==> src/source/io_defs.svh <==
`ifndef IO_DEFS_SVH
`define IO_DEFS_SVH

// ********************************************************************
// Bus geometry
// ********************************************************************
`define IO_AW 16
`define IO_DW 32

// Bank widths
`define GPIO_DATA_W 32
`define GPIO_BTN_W  5

// ********************************************************************
// Slave codes in address bits 15:8
// ********************************************************************
`define SLV_GPIO_DATA 8'h00
`define SLV_GPIO_BTN  8'h01

// ********************************************************************
// Register indices in address bits 5:2
// ********************************************************************
`define REG_IN   4'd0
`define REG_OUT  4'd1
`define REG_OE   4'd2
`define REG_INTE 4'd3
// Write one to clear
`define REG_INTS 4'd4
`define REG_CTRL 4'd5

`endif

==> src/source/io_pkg.sv <==
`include "io_defs.svh"

package io_pkg;

   // ********************************************************************
   // Address views
   // ********************************************************************

   // Decoded view of a byte address
   typedef struct packed {
      logic [7:0] slv;
      logic [1:0] rsvd;
      logic [3:0] reg_idx;
      logic [1:0] byte_ofs;
   } io_addr_fields_t;

   // The same 16 bits as a raw address or split into fields
   typedef union packed {
      logic [`IO_AW-1:0] raw;
      io_addr_fields_t   f;
   } io_addr_u;

   // ********************************************************************
   // Wishbone request and response
   // ********************************************************************

   typedef struct packed {
      logic              cyc;
      logic              stb;
      logic              we;
      io_addr_u          adr;
      logic [`IO_DW-1:0] dat;
   } wb_req_t;

   typedef struct packed {
      logic              ack;
      logic              err;
      logic [`IO_DW-1:0] dat;
   } wb_rsp_t;

endpackage

==> src/source/io_wb_decode.sv <==
`timescale 1ns/10ps

`include "io_defs.svh"

module io_wb_decode import io_pkg::*; (
   input  logic    i_clk,
   input  logic    i_rst_n,
   input  wb_req_t i_req,
   output wb_req_t o_req_data,
   output wb_req_t o_req_btn,
   input  wb_rsp_t i_rsp_data,
   input  wb_rsp_t i_rsp_btn,
   output wb_rsp_t o_rsp
);

   logic req_valid;
   logic sel_data;
   logic sel_btn;
   logic sel_none;
   logic err_q;

   // ********************************************************************
   // Slave select from the upper address byte
   // ********************************************************************
   assign req_valid = i_req.cyc & i_req.stb;
   assign sel_data  = (i_req.adr.f.slv == `SLV_GPIO_DATA);
   assign sel_btn   = (i_req.adr.f.slv == `SLV_GPIO_BTN);
   assign sel_none  = ~(sel_data | sel_btn);

   // Each bank only sees stb for its own accesses
   always_comb begin
      o_req_data     = i_req;
      o_req_data.stb = i_req.stb & sel_data;
      o_req_btn      = i_req;
      o_req_btn.stb  = i_req.stb & sel_btn;
   end

   // ********************************************************************
   // Error responder for unmapped slave codes
   // ********************************************************************

   // Err lasts one cycle and stays low while the master still holds stb
   always_ff @(posedge i_clk or negedge i_rst_n) begin
      if (!i_rst_n) begin
         err_q <= 1'b0;
      end else begin
         err_q <= req_valid & sel_none & ~err_q;
      end
   end

   // ********************************************************************
   // Response mux
   // ********************************************************************

   // Address is held through the response cycle, so the select is stable
   always_comb begin
      if (sel_data) begin
         o_rsp = i_rsp_data;
      end else if (sel_btn) begin
         o_rsp = i_rsp_btn;
      end else begin
         o_rsp     = '0;
         o_rsp.err = err_q;
      end
   end

endmodule

==> src/source/gpio_bank.sv <==
`timescale 1ns/10ps

`include "io_defs.svh"

module gpio_bank import io_pkg::*; #(
   parameter int WIDTH = 32
) (
   input  logic             i_clk,
   input  logic             i_rst_n,
   input  wb_req_t          i_req,
   output wb_rsp_t          o_rsp,
   input  logic [WIDTH-1:0] i_gpio_in,
   output logic [WIDTH-1:0] o_gpio_out,
   output logic [WIDTH-1:0] o_gpio_oe,
   output logic             o_irq
);

   logic [WIDTH-1:0]  in_meta;
   logic [WIDTH-1:0]  in_sync;
   logic [WIDTH-1:0]  in_prev;
   logic [WIDTH-1:0]  rise;
   logic [WIDTH-1:0]  out_q;
   logic [WIDTH-1:0]  oe_q;
   logic [WIDTH-1:0]  inte_q;
   logic [WIDTH-1:0]  ints_q;
   logic [WIDTH-1:0]  ints_clr;
   logic [WIDTH-1:0]  wdat;
   logic              ctrl_ie_q;
   logic              ack_q;
   logic              req_new;
   logic              wr_en;
   logic [`IO_DW-1:0] rd_mux;
   logic [`IO_DW-1:0] rdat_q;

   // ********************************************************************
   // Pad input synchronizer and edge detect
   // ********************************************************************
   always_ff @(posedge i_clk or negedge i_rst_n) begin
      if (!i_rst_n) begin
         in_meta <= '0;
         in_sync <= '0;
         in_prev <= '0;
      end else begin
         in_meta <= i_gpio_in;
         in_sync <= in_meta;
         in_prev <= in_sync;
      end
   end

   assign rise = in_sync & ~in_prev;

   // ********************************************************************
   // Bus slave
   // ********************************************************************

   // New request only when not already answering it
   assign req_new = i_req.cyc & i_req.stb & ~ack_q;
   assign wr_en   = req_new & i_req.we;
   assign wdat    = i_req.dat[WIDTH-1:0];

   always_ff @(posedge i_clk or negedge i_rst_n) begin
      if (!i_rst_n) begin
         out_q     <= '0;
         oe_q      <= '0;
         inte_q    <= '0;
         ctrl_ie_q <= 1'b0;
      end else if (wr_en) begin
         case (i_req.adr.f.reg_idx)
            `REG_OUT:  out_q     <= wdat;
            `REG_OE:   oe_q      <= wdat;
            `REG_INTE: inte_q    <= wdat;
            `REG_CTRL: ctrl_ie_q <= i_req.dat[0];
            default:   ;
         endcase
      end
   end

   // A new edge in the same cycle wins over the clear
   assign ints_clr = (wr_en && i_req.adr.f.reg_idx == `REG_INTS) ? wdat : '0;

   always_ff @(posedge i_clk or negedge i_rst_n) begin
      if (!i_rst_n) begin
         ints_q <= '0;
      end else begin
         ints_q <= (ints_q & ~ints_clr) | (rise & inte_q);
      end
   end

   // Read data is zero-extended and reserved indices read zero
   always_comb begin
      rd_mux = '0;
      case (i_req.adr.f.reg_idx)
         `REG_IN:   rd_mux[WIDTH-1:0] = in_sync;
         `REG_OUT:  rd_mux[WIDTH-1:0] = out_q;
         `REG_OE:   rd_mux[WIDTH-1:0] = oe_q;
         `REG_INTE: rd_mux[WIDTH-1:0] = inte_q;
         `REG_INTS: rd_mux[WIDTH-1:0] = ints_q;
         `REG_CTRL: rd_mux[0]         = ctrl_ie_q;
         default:   rd_mux            = '0;
      endcase
   end

   always_ff @(posedge i_clk) begin
      if (req_new) begin
         rdat_q <= rd_mux;
      end
   end

   always_ff @(posedge i_clk or negedge i_rst_n) begin
      if (!i_rst_n) begin
         ack_q <= 1'b0;
      end else begin
         ack_q <= req_new;
      end
   end

   always_comb begin
      o_rsp.ack = ack_q;
      o_rsp.err = 1'b0;
      o_rsp.dat = rdat_q;
   end

   // Pads and interrupt
   assign o_gpio_out = out_q;
   assign o_gpio_oe  = oe_q;
   assign o_irq      = ctrl_ie_q & (|ints_q);

endmodule

==> src/source/io_subsys_top.sv <==
`timescale 1ns/10ps

`include "io_defs.svh"

module io_subsys_top import io_pkg::*; (
   input  logic                    i_clk,
   input  logic                    i_rst_n,
   input  wb_req_t                 i_wb,
   output wb_rsp_t                 o_wb,
   input  logic [`GPIO_DATA_W-1:0] i_gpio_data_in,
   output logic [`GPIO_DATA_W-1:0] o_gpio_data_out,
   output logic [`GPIO_DATA_W-1:0] o_gpio_data_oe,
   input  logic [`GPIO_BTN_W-1:0]  i_gpio_btn_in,
   output logic [`GPIO_BTN_W-1:0]  o_gpio_btn_out,
   output logic [`GPIO_BTN_W-1:0]  o_gpio_btn_oe,
   output logic                    o_irq
);

   wb_req_t req_data;
   wb_req_t req_btn;
   wb_rsp_t rsp_data;
   wb_rsp_t rsp_btn;
   logic    irq_data;
   logic    irq_btn;

   // ********************************************************************
   // Address decoder
   // ********************************************************************
   io_wb_decode u_decode (
      .i_clk      (i_clk),
      .i_rst_n    (i_rst_n),
      .i_req      (i_wb),
      .o_req_data (req_data),
      .o_req_btn  (req_btn),
      .i_rsp_data (rsp_data),
      .i_rsp_btn  (rsp_btn),
      .o_rsp      (o_wb)
   );

   // ********************************************************************
   // GPIO banks
   // ********************************************************************

   // LEDs and switches
   gpio_bank #(
      .WIDTH (`GPIO_DATA_W)
   ) u_gpio_data (
      .i_clk      (i_clk),
      .i_rst_n    (i_rst_n),
      .i_req      (req_data),
      .o_rsp      (rsp_data),
      .i_gpio_in  (i_gpio_data_in),
      .o_gpio_out (o_gpio_data_out),
      .o_gpio_oe  (o_gpio_data_oe),
      .o_irq      (irq_data)
   );

   // Push buttons
   gpio_bank #(
      .WIDTH (`GPIO_BTN_W)
   ) u_gpio_btn (
      .i_clk      (i_clk),
      .i_rst_n    (i_rst_n),
      .i_req      (req_btn),
      .o_rsp      (rsp_btn),
      .i_gpio_in  (i_gpio_btn_in),
      .o_gpio_out (o_gpio_btn_out),
      .o_gpio_oe  (o_gpio_btn_oe),
      .o_irq      (irq_btn)
   );

   // Single interrupt line for both banks
   assign o_irq = irq_data | irq_btn;

endmodule

==> config.mk <==
export PLATFORM = sky130hd
export DESIGN_NAME = io_subsys_top
export DESIGN_NICKNAME = d
export VERILOG_FILES = /design/src/source/io_pkg.sv /design/src/source/io_wb_decode.sv /design/src/source/gpio_bank.sv /design/src/source/io_subsys_top.sv
export VERILOG_INCLUDE_DIRS = /design/src /design/src/source
export SDC_FILE = /design/constraint.sdc
export NUM_CORES = 1
export LEC_CHECK = 0
export ABC_AREA = 1
export BUFFER_PORTS_ARGS = -buffer_cell sky130_fd_sc_hd__buf_4
export CORE_ASPECT_RATIO = 2
export CORE_UTILIZATION = 60
export CTS_CLUSTER_DIAMETER = 50
export CTS_CLUSTER_SIZE = 25
export DETAILED_ROUTE_END_ITERATION = 10
export PLACE_DENSITY = 0.86
export RECOVER_POWER = 50
export SKIP_LAST_GASP = 1
export SLEW_MARGIN = 20
export SYNTH_ARGS = -nofsm -noshare
export SYNTH_HDL_FRONTEND = slang
export SYNTH_SLANG_ARGS = --single-unit
export TNS_END_PERCENT = 30
==> constraint.sdc <==
create_clock -name i_clk -period 3.3 [get_ports i_clk]
set_input_delay 0.33 -clock i_clk [delete_from_list [all_inputs] [get_ports i_clk]]
set_output_delay 0.33 -clock i_clk [all_outputs]
set_load 0.02 [all_outputs]
== Yosys cells after proc, flatten, opt, wreduce, memory -nomap -nowiden ==
Index checks and enable logic that the tools add are counted.

* Memory bits (read-only): 0
* Output and inout bits: 109
* Input bits: 90
* Word-level logic and storage cells: 80
* Memory bits (writable): 0
* Latch bits: 0
* Memories kept: 0
* Register bits after elaboration: 301

* Mux-type cells: 8
* Multiply operators: 0
* Equal/unequal tests: 6
* Bitwise gates (word level): 31
* Magnitude comparators: 0
* Add/subtract/negate cells: 0
* Divide/modulo/power cells: 0
* Shift operators: 0
* Reduce and logical (&&, ||, !) cells: 14

{| class="wikitable"
|+ Operators by type and width
! kind !! number
|-
| case mux 31 bit (5 select lines) || 1
|-
| AND 32 bit || 3
|-
| two-way mux 34 bit || 2
|-
| NOT 32 bit || 2
|-
| two-way mux 32 bit || 1
|-
| bitwise OR 32 bit || 1
|-
| OR reduction 32 bit || 1
|-
| case mux 4 bit (5 select lines) || 1
|-
| AND reduction 2 bit || 8
|-
| AND 5 bit || 3
|-
| AND 1 bit || 13
|-
| case mux 1 bit (6 select lines) || 2
|-
| NOT 5 bit || 2
|-
| equality test 4 x 2 -> 1 bit, second input constant || 2
|-
| equality test 4 x 3 -> 1 bit, second input constant || 2
|-
| equality test 8 x 1 -> 1 bit, second input constant || 1
|-
| zero test 8 bit || 1
|-
| two-way mux 5 bit || 1
|-
| bitwise OR 5 bit || 1
|-
| OR reduction 5 bit || 1
|-
| equality test 4 x 1 -> 1 bit, second input constant || 1
|-
| zero test 4 bit || 1
|-
| NOT 1 bit || 4
|-
| logical AND 1 bit || 2
|-
| bitwise OR 1 bit || 2
|}

== Longest topological paths before layout ==
* Word-level depth: 10
* Depth in mapped cells: 9
* Mapped depth without buffers: 8

== Cells and area by module ==
Synthesis repeated with hierarchy kept, for this count alone.

* Cells, all modules: 1472
* Area total of the unflattened synthesis: 13451.7 um^2

{| class="wikitable"
|+ Modules (own cells, without submodules)
! module !! area an instance (um^2) !! times used !! cells an instance !! seq. area each (um^2)
|-
| gpio_bank at u_gpio_data || 9893.2 || 1 || 1009 || 6616.3
|-
| gpio_bank at u_gpio_btn || 2026.9 || 1 || 222 || 1076.0
|-
| io_wb_decode || 1520.2 || 1 || 238 || 25.0
|-
| io_subsys_top || 11.3 || 1 || 3 || 0.0
|}

== Least setup slack after synthesis ==
No wires, ideal clock.

* Path kind: input port to flip-flop
* From: input port i_wb[49] (netlist bit)
* To: register u_gpio_data.rdat_q[0] (enable)
* Buffers on the path: 1
* Library setup time: 378 ps
* Data required time: 2922 ps
* Arrival time: 1388 ps
* Setup slack: 1534 ps
* Cell stages on the path: 5
* Path through: nand2_1 > nor2_1 > inv_1 > nor2_8 > buf_2

* Word-level cells in the longest chain between the ends: 3

{| class="wikitable"
|+ RTL lines
! item !! RTL line !! text
|-
| start: declaration || io_subsys_top.sv:8 || <nowiki>input wb_req_t i_wb,</nowiki>
|-
| AND 1 bit || io_wb_decode.sv:33 || <nowiki>o_req_data.stb = i_req.stb & sel_data;</nowiki>
|-
| AND 1 bit (2 in series) || gpio_bank.sv:57 || <nowiki>assign req_new = i_req.cyc & i_req.stb & ~ack_q;</nowiki>
|-
| via u_gpio_data.req_new || gpio_bank.sv:30 || <nowiki>logic req_new;</nowiki>
|-
| end signal: assignment || gpio_bank.sv:105 || <nowiki>rdat_q <= rd_mux;</nowiki>
|-
| end: declaration || gpio_bank.sv:33 || <nowiki>logic [`IO_DW-1:0] rdat_q;</nowiki>
|}

The timed path passes the listed nets, and every way through them passes these cells.
A chain may end at the register's enable or synchronous reset.

== Worst setup path in the final report ==
* From: input port i_wb[48] (netlist bit)
* To: register u_gpio_data.ints_q[12]

* Word-level cells in the longest chain between the ends: 6

{| class="wikitable"
|+ RTL lines
! item !! RTL line !! text
|-
| AND 1 bit || gpio_bank.sv:58 || <nowiki>assign wr_en = req_new & i_req.we;</nowiki>
|-
| logical AND 1 bit (no line) || - ||
|-
| two-way mux 32 bit || gpio_bank.sv:79 || <nowiki>assign ints_clr = (wr_en && i_req.adr.f.reg_idx == `REG_INTS) ? wdat : '0;</nowiki>
|-
| NOT 32 bit || gpio_bank.sv:85 || <nowiki>ints_q <= (ints_q & ~ints_clr) | (rise & inte_q);</nowiki>
|-
| AND 32 bit || gpio_bank.sv:85 ||
|-
| bitwise OR 32 bit || gpio_bank.sv:85 ||
|-
| end signal: assignment || gpio_bank.sv:85 ||
|-
| end: declaration || gpio_bank.sv:25 || <nowiki>logic [WIDTH-1:0] ints_q;</nowiki>
|}

No other way between the ends.

==> flow_summary.json <==
{
  "grt_pass1_wl_mm": 51.3,
  "r2r-end": "u_gpio_data.o_gpio_oe[11]",
  "clock-sinks": 301,
  "rows": 73,
  "synth_top_family_by_area": "simple AND/OR/NAND/NOR gates",
  "cts_hold_buffers": 38,
  "antenna_found_initial": 1,
  "maxSlewViolCount": 137,
  "ant_nets": 0,
  "relSlewSlack": -0.182,
  "cts_root_buf": "clkbuf_16",
  "hp-start": "i_wb[29]",
  "yosysWarnings": 0,
  "holdPathEnd": "u_gpio_data.o_gpio_oe[29]",
  "ir_worst_vdd_mv": 0.441,
  "p_switching_w": 0.00141,
  "skew_ns": 0.0163,
  "drt-wirelength-per-cell_um": 18.6,
  "cts_tree": "yes",
  "dieArea_um2": 20700,
  "clkTransAtPathRegs_ns": 0.09,
  "core_area_um2": 19800,
  "holdPathStages": 3,
  "reg2reg_depth": 8,
  "status": "finished with violations",
  "regArea_um2": 7720,
  "drv_cap": 3,
  "syn-num-nets": 1337,
  "fin_nets": 1542,
  "num_vias": 10049,
  "max_stage_delay_ns": 1.32,
  "synthDistinctLibCells": 27,
  "crit_family": "buffers and inverters",
  "die_w_um": 102,
  "path_class": "in -> reg",
  "dpl-instance-area_um2": 13700,
  "r2r-start": "u_gpio_data.ack_q",
  "grt_pass1_vias": 10376,
  "grt_max_degree": 95,
  "p_per_area_nw_per_um2": 437,
  "dpl.hpwl_mm": 20.4,
  "port_buffers": 194,
  "tns_ns": 0,
  "cts_setup_buffers": 0,
  "synth.mux.area_fraction": 0,
  "synth_fa_ha_area_frac": 0,
  "clk_latency_ns": 0.50,
  "p_comb_frac": 0.055,
  "final.min_clock_period_ns": 2.52,
  "yosys.area_share.simple": 0.251,
  "place.gp.congestion": 0.840,
  "setup-violations-final": 0,
  "grt_setup_unrepaired": "false",
  "p_seq_frac": 0.605,
  "nFillCells": 1406,
  "synth_compound_area_frac": 0.0526,
  "cp.arrival_ns": 2.90,
  "viasPerCell": 5.83,
  "crit_top_cell": "buf_4",
  "clockBufferDepth": 3,
  "synth_xor_area_frac": 0,
  "wl_mm": 32.1,
  "power_leakage_nw": 7.27,
  "path_cells": "buf_4, clkbuf_1, nand4_2, buf_4, o21ai_0, nand2_1",
  "failed_checks": "max-capacitance violations, max-slew violations",
  "cts_resized": 0,
  "critPathMaxFanout": 35,
  "drcViolationCount": 0,
  "crit_slowest_cell": "clkbuf_1",
  "cts_buffers": 16,
  "initial_core_util": 0.608,
  "syn_area_per_cell_um2": 9.67,
  "worstMarginPinSlew_ns": 1.77,
  "ys_seq_elements": 301,
  "required_ns": 3.68,
  "worstSetupEndpointType": "register",
  "first_pass_iters": 5,
  "htree_levels": 1,
  "hold_path_class": "in -> reg",
  "drive_gt1_frac": 0.168,
  "netlist_area_um2": 12100,
  "max_freq_mhz": 397,
  "grt-ovfl-total": 0,
  "setup.worst_path.start_class": "input port",
  "switching_share": 0.222,
  "drt_iter0_drc": 679,
  "postSynthCellCount": 1247,
  "ioPinCount": 199,
  "track_usage": 0.324,
  "intPower_w": 0.00496,
  "ys_seq_area_frac": 0.640,
  "cp_num_buf_inv": 3,
  "fin_area_um2": 14600,
  "multiInputGateArea_um2": 3660,
  "areaGrowthSynthToFinish_pct": 21.1,
  "die_h_um": 202,
  "hold_viol_final": 0,
  "period_share": 0.764,
  "p_clk_frac": 0.340,
  "r2r_setup_slack_ns": 0.90
}
worst max-delay path by stage:
| stage | start | to | slack (ns) | cells after the start |
|---|---|---|---|---|
| 3_3_place_gp | i_wb[47] | u_gpio_data.o_gpio_oe[28] | 0.64 | 11 |
| 6_report | i_wb[48] | u_gpio_data.ints_q[12] | 0.78 | 6 |
| 3_5_place_dp | i_wb[43] | u_gpio_data.o_gpio_oe[22] | 0.56 | 11 |
| 5_1_grt | i_rst_n | u_gpio_data.ints_q[4] | 0.36 | 3 |
| 4_1_cts | u_gpio_data.ack_q | u_gpio_data.o_gpio_oe[11] | 0.85 | 8 |
| 2_1_floorplan | i_wb[49] | u_gpio_data.rdat_q[0] | 1.53 | 5 |
worst reg2reg max path, cell delays in order (launching register included):
cell	delay, ns
dfrtp_1	0.39
nor2_1	0.27
inv_1	0.17
nor2_8	0.15
buf_4	0.45
nand3_2	0.37
buf_4	0.32
nand2_1	0.08
nand2_1	0.08
final cells by class:
class / count / area share
Clock buffer: 23 / 0.0322
Multi-Input combinational cell: 777 / 0.251
Inverter: 105 / 0.0270
Sequential cell: 301 / 0.529
Tap cell: 262 / 0.0225
Timing Repair Buffer: 251 / 0.136
Clock inverter: 4 / 0.00197
Antenna cell: 1 / 0.000171
layer usage:
metal  track usage  vias to the layer above  routed length, um
met5             0                        -                  0
met4         0.187                        0               1790
met3        0.0332                      117               1890
met2         0.564                      504              17100
met1         0.380                     4931              11300
li1              -                     4497                  -
power groups by stage:
stage | clock network (W) | logic, W | registers (W)
after detailed placement | 0 | 0.000319 | 0.00393
final | 0.00217 | 0.000350 | 0.00386
after floorplan | 0 | 0.000101 | 0.00392
after global placement | 0 | 0.000313 | 0.00392
after CTS | 0.00220 | 0.000357 | 0.00385
after global routing | 0.00233 | 0.000382 | 0.00386
kinds of logic (layout without fill, tap and decap cells):
kind of cell	after synthesis	in the layout
and+or+nand+nor	658	658
DFF	301	301
buffers and inverters	169	383
AOI/OAI and AO/OA	119	119
other	0	1
state kept, by name, summed over array words and instances (netlist names):
register,cells
u_gpio_btn.rdat_q,5
u_gpio_data.o_gpio_oe,32
u_gpio_data.ctrl_ie_q,1
u_gpio_data.in_prev,32
u_gpio_data.in_sync,32
u_gpio_data.ints_q,32
u_gpio_btn.o_gpio_out,5
u_gpio_data.inte_q,32
u_gpio_data.in_meta,32
u_gpio_btn.in_prev,5
u_gpio_data.ack_q,1
u_decode.err_q,1
u_gpio_btn.ack_q,1
u_gpio_btn.o_gpio_oe,5
u_gpio_btn.ctrl_ie_q,1
u_gpio_btn.in_sync,5
u_gpio_btn.inte_q,5
u_gpio_data.o_gpio_out,32
u_gpio_data.rdat_q,32
u_gpio_btn.in_meta,5
u_gpio_btn.ints_q,5
cells in the final DEF (no fill, tap or decap), drive strengths merged:
cell type	netlist	routed
nand2	409	409
dfrtp	264	264
buf	30	171
nand4	108	108
inv	105	105
o21ai	71	71
clkbuf	34	65
nor2	59	59
nand3	43	43
dlygate4sd3	0	38
nand3b	37	37
edfxtp	37	37
a21oi	36	36
a22o	6	6
o211ai	5	5
clkinvlp	0	2
clkinv	0	2
diode	0	1
nor3	1	1
o41ai	1	1
nor4	1	1
stage by stage:
step	std cells	worst slack, ns	hold slack, ns	power, W	utilization
floorplan	1247	1.53	0.0344	0.00402	-
global placement	1658	0.639	0.310	0.00424	0.694
CTS	1723	0.852	0.106	0.00641	0.738
detailed placement	1658	0.556	0.312	0.00425	0.694
finish	1724	0.778	0.119	0.00638	0.736
global route	1724	0.356	0.103	0.00657	0.736
Yosys cell counts (all sizes together):
cell type | number | area share
o211ai | 5 | 0.0031
nor4 | 1 | 0.00052
a22o | 6 | 0.0044
a21oi | 36 | 0.015
o21ai | 71 | 0.029
edfxtp | 37 | 0.092
buf | 30 | 0.013
nand3 | 43 | 0.020
dfrtp | 264 | 0.55
inv | 105 | 0.033
o41ai | 1 | 0.00073
clkbuf | 34 | 0.011
nand4 | 108 | 0.057
nand3b | 37 | 0.023
nor2 | 59 | 0.022
nor3 | 1 | 0.0013
nand2 | 409 | 0.13
No activity file was read; power rests on OpenSTA's default activity.
